==> src/sdProbePkg.sv <==
package sdProbePkg;

    // ==========================================================
    // Vector types
    // ==========================================================

    // One bit per SD data line (DAT3 down to DAT0)
    typedef logic [3:0] sdDat_t;

    // Board LEDs
    typedef logic [2:0] led_t;

    // Phase lengths in ticks and the clock divider count
    typedef logic [31:0] tickCount_t;

    // ==========================================================
    // Pin levels toward the card
    // ==========================================================

    typedef struct packed {
        logic   pwrEn;
        logic   sdClk;
        logic   cmdOut;
        logic   cmdOe;
        sdDat_t datOut;
        sdDat_t datOe;
    } sdPins_t;

    // ==========================================================
    // Power and LVS probe sequence
    // ==========================================================

    typedef enum logic [2:0] {
        PowerOff,
        PowerSettle,
        ClkHigh,
        ClkLow,
        Release,
        Sample
    } seqState_t;

endpackage

==> src/sdTickGen.sv <==
`timescale 1ns/1ns

module sdTickGen import sdProbePkg::*; #(
    parameter tickCount_t ClkDiv = 32'd64
) (
    input  logic clk,
    input  logic reset,
    output logic tick
);

    // ==========================================================
    // SD bus rate divider
    // ==========================================================

    // Count value on the cycle that carries the tick
    localparam tickCount_t LastCount = ClkDiv - tickCount_t'(1);

    tickCount_t divCount;

    // One clk cycle wide, once per ClkDiv cycles
    assign tick = (divCount == LastCount);

    always_ff @(posedge clk) begin
        if (reset) begin
            divCount <= '0;
        end else if (tick) begin
            // Wrap and start the next tick period
            divCount <= '0;
        end else begin
            divCount <= divCount + tickCount_t'(1);
        end
    end

endmodule

==> src/sdPowerSequencer.sv <==
`timescale 1ns/1ns

module sdPowerSequencer import sdProbePkg::*; #(
    parameter tickCount_t PowerOffTicks = 32'd375000,
    parameter tickCount_t SettleTicks   = 32'd18750,
    parameter tickCount_t PulseTicks    = 32'd12
) (
    input  logic    clk,
    input  logic    reset,
    input  logic    tick,
    input  sdDat_t  datIn,
    output sdPins_t pins,
    output led_t    led
);

    // ==========================================================
    // Constants
    // ==========================================================

    // Card unpowered, CMD and DAT held low
    // DAT2 left floating, the board pull-down keeps it low
    localparam sdPins_t OffPins = '{
        pwrEn:  1'b0,
        sdClk:  1'b0,
        cmdOut: 1'b0,
        cmdOe:  1'b1,
        datOut: 4'b0000,
        datOe:  4'b1011
    };

    localparam led_t LedAllOn  = 3'b111;
    localparam led_t LedAllOff = 3'b000;

    // Release lasts a single tick
    localparam tickCount_t ReleaseTicks = 32'd1;

    // Data line that reports the card's signalling level
    localparam int Dat2 = 2;

    // ==========================================================
    // Signals
    // ==========================================================

    seqState_t  state;
    seqState_t  stateNext;
    tickCount_t delayCount;
    tickCount_t delayNext;
    sdPins_t    pinsNext;
    led_t       ledNext;
    logic       phaseDone;
    logic [1:0] datSync;

    // ==========================================================
    // DAT2 synchronizer
    // ==========================================================

    // datIn comes straight off the pad, asynchronous to clk
    always_ff @(posedge clk) begin
        if (reset) begin
            datSync <= '0;
        end else begin
            datSync <= {datSync[0], datIn[Dat2]};
        end
    end

    // ==========================================================
    // Phase sequencing
    // ==========================================================

    // Last tick of the current phase
    // A zero length behaves like a single tick
    assign phaseDone = (delayCount <= tickCount_t'(1));

    always_comb begin
        stateNext = state;
        delayNext = delayCount;
        pinsNext  = pins;
        ledNext   = led;

        if (tick) begin
            if (state == Sample) begin
                // Mirror the card's DAT2 level on LED 0
                ledNext[0] = datSync[1];
            end else if (!phaseDone) begin
                delayNext = delayCount - tickCount_t'(1);
            end else begin
                // Outputs of the next phase load on its first edge
                case (state)
                    PowerOff: begin
                        stateNext      = PowerSettle;
                        delayNext      = SettleTicks;
                        pinsNext.pwrEn = 1'b1;
                        ledNext        = LedAllOff;
                    end

                    PowerSettle: begin
                        // Start of the LVS identification pulse
                        stateNext      = ClkHigh;
                        delayNext      = PulseTicks;
                        pinsNext.sdClk = 1'b1;
                    end

                    ClkHigh: begin
                        stateNext      = ClkLow;
                        delayNext      = PulseTicks;
                        pinsNext.sdClk = 1'b0;
                    end

                    ClkLow: begin
                        stateNext = Release;
                        delayNext = ReleaseTicks;
                    end

                    Release: begin
                        // Let go of CMD and DAT, the card drives from now on
                        stateNext      = Sample;
                        pinsNext.cmdOe = 1'b0;
                        pinsNext.datOe = '0;
                    end

                    default: begin
                        stateNext = PowerOff;
                        delayNext = PowerOffTicks;
                        pinsNext  = OffPins;
                        ledNext   = LedAllOn;
                    end
                endcase
            end
        end
    end

    // ==========================================================
    // State and output registers
    // ==========================================================

    always_ff @(posedge clk) begin
        if (reset) begin
            state      <= PowerOff;
            delayCount <= PowerOffTicks;
            pins       <= OffPins;
            led        <= LedAllOn;
        end else begin
            state      <= stateNext;
            delayCount <= delayNext;
            pins       <= pinsNext;
            led        <= ledNext;
        end
    end

endmodule

==> src/sdProbeTop.sv <==
`timescale 1ns/1ns

module sdProbeTop import sdProbePkg::*; #(
    parameter tickCount_t ClkDiv        = 32'd64,
    parameter tickCount_t PowerOffTicks = 32'd375000,
    parameter tickCount_t SettleTicks   = 32'd18750,
    parameter tickCount_t PulseTicks    = 32'd12
) (
    input  logic    clk,
    input  logic    reset,
    // CMD input, part of the full pin set, not read by the probe
    input  logic    cmdIn,
    input  sdDat_t  datIn,
    output sdPins_t pins,
    output led_t    led
);

    // ==========================================================
    // Tick enable at the SD bus rate
    // ==========================================================

    logic tick;

    sdTickGen #(
        .ClkDiv(ClkDiv)
    ) tickGen0 (
        .clk(clk),
        .reset(reset),
        .tick(tick)
    );

    // ==========================================================
    // Power-up and LVS probe
    // ==========================================================

    sdPowerSequencer #(
        .PowerOffTicks(PowerOffTicks),
        .SettleTicks(SettleTicks),
        .PulseTicks(PulseTicks)
    ) seq0 (
        .clk(clk),
        .reset(reset),
        .tick(tick),
        .datIn(datIn),
        .pins(pins),
        .led(led)
    );

endmodule

==> config.mk <==
export PLATFORM = sky130hd
export DESIGN_NAME = sdProbeTop
export DESIGN_NICKNAME = d
export VERILOG_FILES = /design/src/sdProbePkg.sv /design/src/sdTickGen.sv /design/src/sdPowerSequencer.sv /design/src/sdProbeTop.sv
export SDC_FILE = /design/constraint.sdc
export NUM_CORES = 1
export LEC_CHECK = 0
export BUFFER_PORTS_ARGS = -buffer_cell sky130_fd_sc_hd__buf_2
export CORE_MARGIN = 3
export CORE_UTILIZATION = 55
export DETAILED_ROUTE_END_ITERATION = 10
export MAX_ROUTING_LAYER = met4
export PLACE_DENSITY_LB_ADDON = 0.08
export SYNTH_ARGS = -nofsm -noshare
export SYNTH_HDL_FRONTEND = slang
export SYNTH_SLANG_ARGS = --single-unit
==> constraint.sdc <==
create_clock -name clk -period 2.3 [get_ports clk]
set_input_delay 0.46 -clock clk [delete_from_list [all_inputs] [get_ports clk]]
set_output_delay 0.46 -clock clk [all_outputs]
set_load 0.05 [all_outputs]
==> impl_metrics.ini, run 1 <==
[run_status]
status = finished clean

[worst_setup_path]
worstSetupPathType = flip-flop to flip-flop
critPathMaxFanout = 3
crit_path_end_kind = flip-flop
cpMostUsedCell = nor4_4
crit_chain = nor4_4, nand3b_4, nor4_4, or4b_4, a31o_1, a221oi_2
critPathRequiredTime_ns = 2.56
cp.arrival_ns = 2.55
cp_slowest_cell = or4b_4
worst_path_largest_cell_delay_ns = 0.51
start_kind = flip-flop

[floorplan]
die_h_um = 90.5
core-area_um2 = 6870
die_w_um = 90.5
die_area_um2 = 8200
io_pins = 22
initial_core_util_pct = 57.2
rows = 30

[detailed_routing]
drt_iter0_markers = 262
drtAntennaViolNets = 0
wl_met1_mm = 4.46
vias_per_cell = 5.88
met3_length_um = 483
finalWirelength_mm = 10.1
vias = 3911
avgRoutedWirePerCell_um = 15.2
top_layer = met4
drc = 0
wl_met2_mm = 4.97
first_pass_iters = 5

[clocking]
path_clk_slew_ns = 0.08
cts_tree = done
clk-insertion-delay-late_ns = 0.35
cts_buffers = 9
cts_num_sinks = 74
htree_levels = 3
root_buffer = clkbuf_8
clk_path_buf_depth = 2

[timing]
fin_hold_ws_ns = 0.333
max_freq_mhz = 436
skew_ns = 0.00854
setup_slack_ns = 0.00768
finalMaxSlewViolations = 0
hold_viol_final = 0
rsz0062_at_grt = yes
setup_viol = 0
min_period_ns = 2.29
fin_crit_sh_pct = 99.7

[synthesis]
yosys_warnings = 0
synth_cells = 488
synth_cell_types = 56
avgSynthCellArea_um2 = 8.06
synth_ff_type = dfxtp_1
syn_area_um2 = 3930
yosysSeqAreaShare_pct = 37.7
async_flop_share_pct = 0
synth_seq_cells = 74
synth_edf_count = 0

[grt]
grt_pass1_wl_mm = 16.9
globalRoute.totalOverflow = 0
antenna_found_initial = 0
grt_pass1_vias = 3645
track_usage_pct = 25.6
grt_max_degree = 31

[hold_path]
hp-class = input port to flip-flop

[layout]
fillCellCount = 589
utilization_pct = 71.1
postLayoutCellArea_um2 = 4890
seq_area_um2 = 1490
drive_gt1_share_pct = 24.8
antenna_cells = 0
multiInputGateArea_um2 = 2380
syn2layout_area_growth_pct = 24.3
nets = 574

[placed_design]
dpl-instance-area_um2 = 4540
hpwl_mm = 7.10
gp_congestion = 0.920
port_buffers = 11
pre_cts_slack_ns = -0.0469

[power_and_ir_drop]
vdd_ir_drop_max_mv = 0.437
power_density_nw_per_um2 = 510
power_mw = 2.49
leakage_nw = 1.76

[run]
drv_cap = 0
## state kept, by name, indices dropped and copies added (netlist names)
name	flops
seq0.pins	3
seq0.state	3
seq0.led	2
seq0.datSync	2
tickGen0.divCount	32
seq0.delayCount	32
## path summary, 6_finish.rpt
path	start	to	slack (ns)	cells past startpoint
worst max register to register	seq0.delayCount[20]$_SDFFE_PP0P_	seq0.led[0]$_SDFFE_PP1P_	0.008	6
worst min-delay path	datIn[2]	seq0.datSync[0]$_SDFF_PP0_	0.33	2
worst min register to register	seq0.datSync[0]$_SDFF_PP0_	seq0.datSync[1]$_SDFF_PP0_	0.46	1
worst max-delay path	seq0.delayCount[20]$_SDFFE_PP0P_	seq0.led[0]$_SDFFE_PP1P_	0.008	6
## worst max-delay path, delay by kind of cell, from the launching register on
kind,cells,cell delay (ns)
AND/OR/NAND/NOR,4,1.34
AO/OA/AOI/OAI,2,0.50
flip-flops,1,0.36
## metrics by stage
step	setup TNS, ns	std cells
final	0	665
after global routing	-0.394	665
after CTS	0	660
after detailed placement	-0.111	644
after global placement	-0.0123	644
after floorplan	0	493
## area by class of cell
type / count / share of cell area, %
clock inverters: 5 / 1.10
repair buffers: 90 / 13.7
inverters: 8 / 0.615
multi-input cells: 381 / 48.8
clock buffers: 11 / 2.89
flip-flops and latches: 74 / 30.5
well taps: 96 / 2.46
## layout by cell type, fill, tap and decap left out, drive strengths merged, types with 2 or more instances in the layout
cell    instances
o311ai          2
o211ai          3
a221oi          3
nor4           22
nor2           55
nor2b           5
inv             8
nand4          16
nand3b          3
buf            90
a21oi          43
a31oi           2
and4            2
or3            18
xor2           17
or4             8
clkbuf         11
nor3b           2
nand2          37
nand3          21
a211oi          5
a21o            2
o41ai           2
o31ai           6
o21ai          38
nor3           21
ha              3
xnor2           9
and3            9
conb            6
mux2i           2
nand2b          2
or2             3
clkinv          4
and2            2
dfxtp          74
## cells in the mapped netlist, drive strengths merged (2+ instances only)
| library cell | number | area (um2) |
|---|---|---|
| nand3 | 21 | 105 |
| nor2b | 5 | 31.3 |
| o211ai | 3 | 22.5 |
| nand2 | 37 | 139 |
| o21ai | 38 | 190 |
| o311ai | 2 | 17.5 |
| or3 | 18 | 113 |
| and4 | 2 | 18.8 |
| o41ai | 2 | 17.5 |
| buf | 14 | 93.8 |
| a221oi | 3 | 32.5 |
| nand3b | 3 | 35.0 |
| nand2b | 2 | 12.5 |
| or2 | 3 | 18.8 |
| a31oi | 2 | 12.5 |
| o31ai | 6 | 45.0 |
| and3 | 9 | 56.3 |
| a211oi | 5 | 37.5 |
| ha | 3 | 37.5 |
| nor3 | 21 | 105 |
| xor2 | 17 | 149 |
| or4 | 8 | 62.6 |
| a21o | 2 | 15.0 |
| a21oi | 43 | 215 |
| nor2 | 55 | 206 |
| inv | 8 | 30.0 |
| nand4 | 16 | 100 |
| nor3b | 2 | 15.0 |
| mux2i | 2 | 20.0 |
| clkbuf | 16 | 60.1 |
| dfxtp | 74 | 1480 |
| xnor2 | 9 | 78.8 |
| nor4 | 22 | 234 |
| and2 | 2 | 12.5 |
## where the power goes
| part | internal (mW) | switching [mW] |
|---|---|---|
| clock network | 0.528 | 0.493 |
| logic | 0.0398 | 0.121 |
| registers | 1.30 | 0.0131 |
| total | 1.86 | 0.628 |
## per-layer routing
| metal | vias to the layer above | global-route usage [%] |
|---|---|---|
| met5 | - | - |
| met4 | 0 | 8.93 |
| met3 | 21 | 5.25 |
| met2 | 118 | 42.2 |
| met1 | 1842 | 31.2 |
| li1 | 1930 | - |
## what timing repair did
action | 4_1_cts | 5_1_grt
hold buffers | 0 | 0
buffers inserted | 0 | 5
pin swaps | 0 | 10
endpoints found under the setup margin | 17 | 22
resized for setup | 4 | 24
## logic make-up (layout without fill, tap and decap cells)
logic type                 count (synthesis)  after routing  synth area share (%)
adders and majority gates                  3              3                 0.955
other                                      1              6                0.0954
AOI/OAI and AO/OA                        114            114                  17.2
DFF                                       74             74                  37.7
buffers and inverters                     38            114                  4.68
muxes                                      2              2                 0.509
and+or+nand+nor                          230            230                  33.1
xor gates and xnor gates                  26             26                  5.79
No activity file was read; power rests on OpenSTA's default activity.
==> run 2: changes to the inputs <==
--- a/config.mk
+++ b/config.mk
@@ -9,6 +9,7 @@
 export CORE_MARGIN = 3
 export CORE_UTILIZATION = 55
 export DETAILED_ROUTE_END_ITERATION = 10
+export GPL_TIMING_DRIVEN = 0
 export MAX_ROUTING_LAYER = met4
 export PLACE_DENSITY_LB_ADDON = 0.08
 export SYNTH_ARGS = -nofsm -noshare
==> run 2 against run 1 <==
Maximum frequency up 0.11%. Sequential power hardly changed. Critical path type unchanged. Final area decreased by 3.9%. Cell count is 5.7% lower. Worst hold slack worse by 0.021 ns. Clock power up 11%. Die area did not move. Critical path depth grew 1. Largest power group unchanged. First-iteration DRC count rose by 6.9%.
==> impl_metrics.ini, run 2 (same netlist as run 1, synthesis figures left out) <==
[hold_path]
whs_path_depth = 2
hp-class = input port to flip-flop

[clocking]
cts_buffers = 9
cts_tree = done
htree_levels = 3
path_clk_slew_ns = 0.08
clk-insertion-delay-late_ns = 0.35
root_buffer = clkbuf_8
cts_num_sinks = 74
clk_path_buf_depth = 2
cts_hold_buf = 0

[worst_setup_path]
worstSetupPathType = flip-flop to flip-flop
start_kind = flip-flop
crit_path_end_kind = flip-flop
critPathMaxFanout = 6
critPathRequiredTime_ns = 2.59
cp.arrival_ns = 2.58
r2r_cells = 7

[grt]
globalRoute.totalOverflow = 0
antenna_found_initial = 0
track_usage_pct = 25.9
grt_pass1_wl_mm = 17.0
grt_pass1_vias = 3643
grt_max_degree = 13

[floorplan]
die_h_um = 90.5
initial_core_util_pct = 57.2
die_area_um2 = 8200
io_pins = 22
rows = 30
die_w_um = 90.5
core-area_um2 = 6870

[timing]
finalMaxSlewViolations = 0
rsz0062_at_grt = yes
slew_headroom_pct = 53.5
setup_viol = 0
tightest_slew_ns = 0.688
min_period_ns = 2.29
fin_crit_sh_pct = 99.6
skew_ns = 0.00853
max_freq_mhz = 437
hold_viol_final = 0

[power_and_ir_drop]
leakage_nw = 1.57
internal-power_mw = 1.98
seqPwrFrac_pct = 50.3
switching_power_mw = 0.631
pwr-share-comb_pct = 6.2
clkPwrFrac_pct = 43.4
vdd_ir_drop_max_mv = 0.350
power_density_nw_per_um2 = 555
sw_frac_of_total_pct = 24.2

[layout]
utilization_pct = 68.3
final_common_cell = dfxtp_1
multiInputGateArea_um2 = 2480
drive_gt1_share_pct = 21.5
seq_area_um2 = 1500
top_regs = seq0.delayCount: 32 flops, tickGen0.divCount: 32 flops
stdcell_count = 627
fillCellCount = 560
antenna_cells = 0
nets = 536
syn2layout_area_growth_pct = 19.4
final_cell_mix = dfxtp_1, nor2_1, a21oi_1

[detailed_routing]
first_pass_iters = 5
vias = 3894
finalWirelength_mm = 10.4
vias_per_cell = 6.21
drt_iter0_markers = 280
avgRoutedWirePerCell_um = 16.6
drtAntennaViolNets = 0
drc = 0

[placed_design]
gp_congestion = 0.899
hpwl_mm = 6.77
port_buffers = 10
dp_cells = 599

[run_status]
status = finished clean

[run]
drv_cap = 0
[run 2: changes by cell type in the layout (fill, tap and decap cells not counted), moves of 3 or more]
cell	change
buf_4	-52
clkbuf_1	+6
clkbuf_2	+3
dfxtp_1	-4
dfxtp_2	+3
nor4_1	-6
nor4_2	+5
[run 2: path summary, 6_finish.rpt]
| path | slack, ns | end | from |
|---|---|---|---|
| worst min-delay path | 0.31 | seq0.datSync[0]$_SDFF_PP0_ | datIn[2] |
| worst min register to register | 0.46 | seq0.datSync[1]$_SDFF_PP0_ | seq0.datSync[0]$_SDFF_PP0_ |
| worst max-delay path | 0.01 | seq0.delayCount[22]$_SDFFE_PP0P_ | tickGen0.divCount[6]$_SDFF_PP0_ |
| worst max register to register | 0.01 | seq0.delayCount[22]$_SDFFE_PP0P_ | tickGen0.divCount[6]$_SDFF_PP0_ |
[run 2: per-layer routing]
layer / vias up / track usage [%] / wire length (um)
met5: - / - / 0
met4: 0 / 8.67 / 258
met3: 32 / 6.08 / 731
met2: 179 / 41.9 / 4900
met1: 1824 / 31.8 / 4550
li1: 1859 / - / -
[run 2: final cells by class]
class,count,area share (%)
Buffer,27,3.87
Clock buffer,11,3.01
Clock inverter,5,1.65
Inverter,8,0.640
Multi-Input combinational cell,381,52.8
Sequential cell,74,31.9
Tap cell,96,2.56
Timing Repair Buffer,25,3.55
[run 2: what timing repair did]
item / in CTS / in global routing
pin swaps: 7 / 13
endpoints found under the hold margin: 0 / 0
endpoints found under the setup margin: 35 / 65
resized for setup: 30 / 46
setup buffers: 10 / 5
[run 2: power groups by stage]
stage | logic [mW] | registers, mW | clock network, mW
5_1_grt | 0.175 | 1.32 | 1.19
2_1_floorplan | 0.0859 | 1.38 | 0
4_1_cts | 0.162 | 1.31 | 1.15
3_3_place_gp | 0.158 | 1.34 | 0
6_report | 0.163 | 1.31 | 1.13
3_5_place_dp | 0.159 | 1.34 | 0
[run 2: critical path, stage by stage (launching register included)]
cell and delay [ns]:
dfxtp_2 0.36, nor4_2 0.31, nand4_1 0.27, nor3_4 0.33
nand3_2 0.17, buf_4 0.18, or4_1 0.47, a21oi_1 0.14
[run 2: through the flow]
step,setup WS (ns),total power [mW],setup TNS [ns],area (um2),hold WS [ns]
2_1_floorplan,0.000610,1.47,0,3950,0.414
3_5_place_dp,-0.610,1.50,-13.30,4120,0.444
6_report,0.0102,2.61,0,4690,0.312
3_3_place_gp,-0.614,1.50,-12.55,4120,0.422
5_1_grt,-0.0471,2.68,-0.339,4690,0.367
4_1_cts,0.00828,2.63,0,4520,0.304
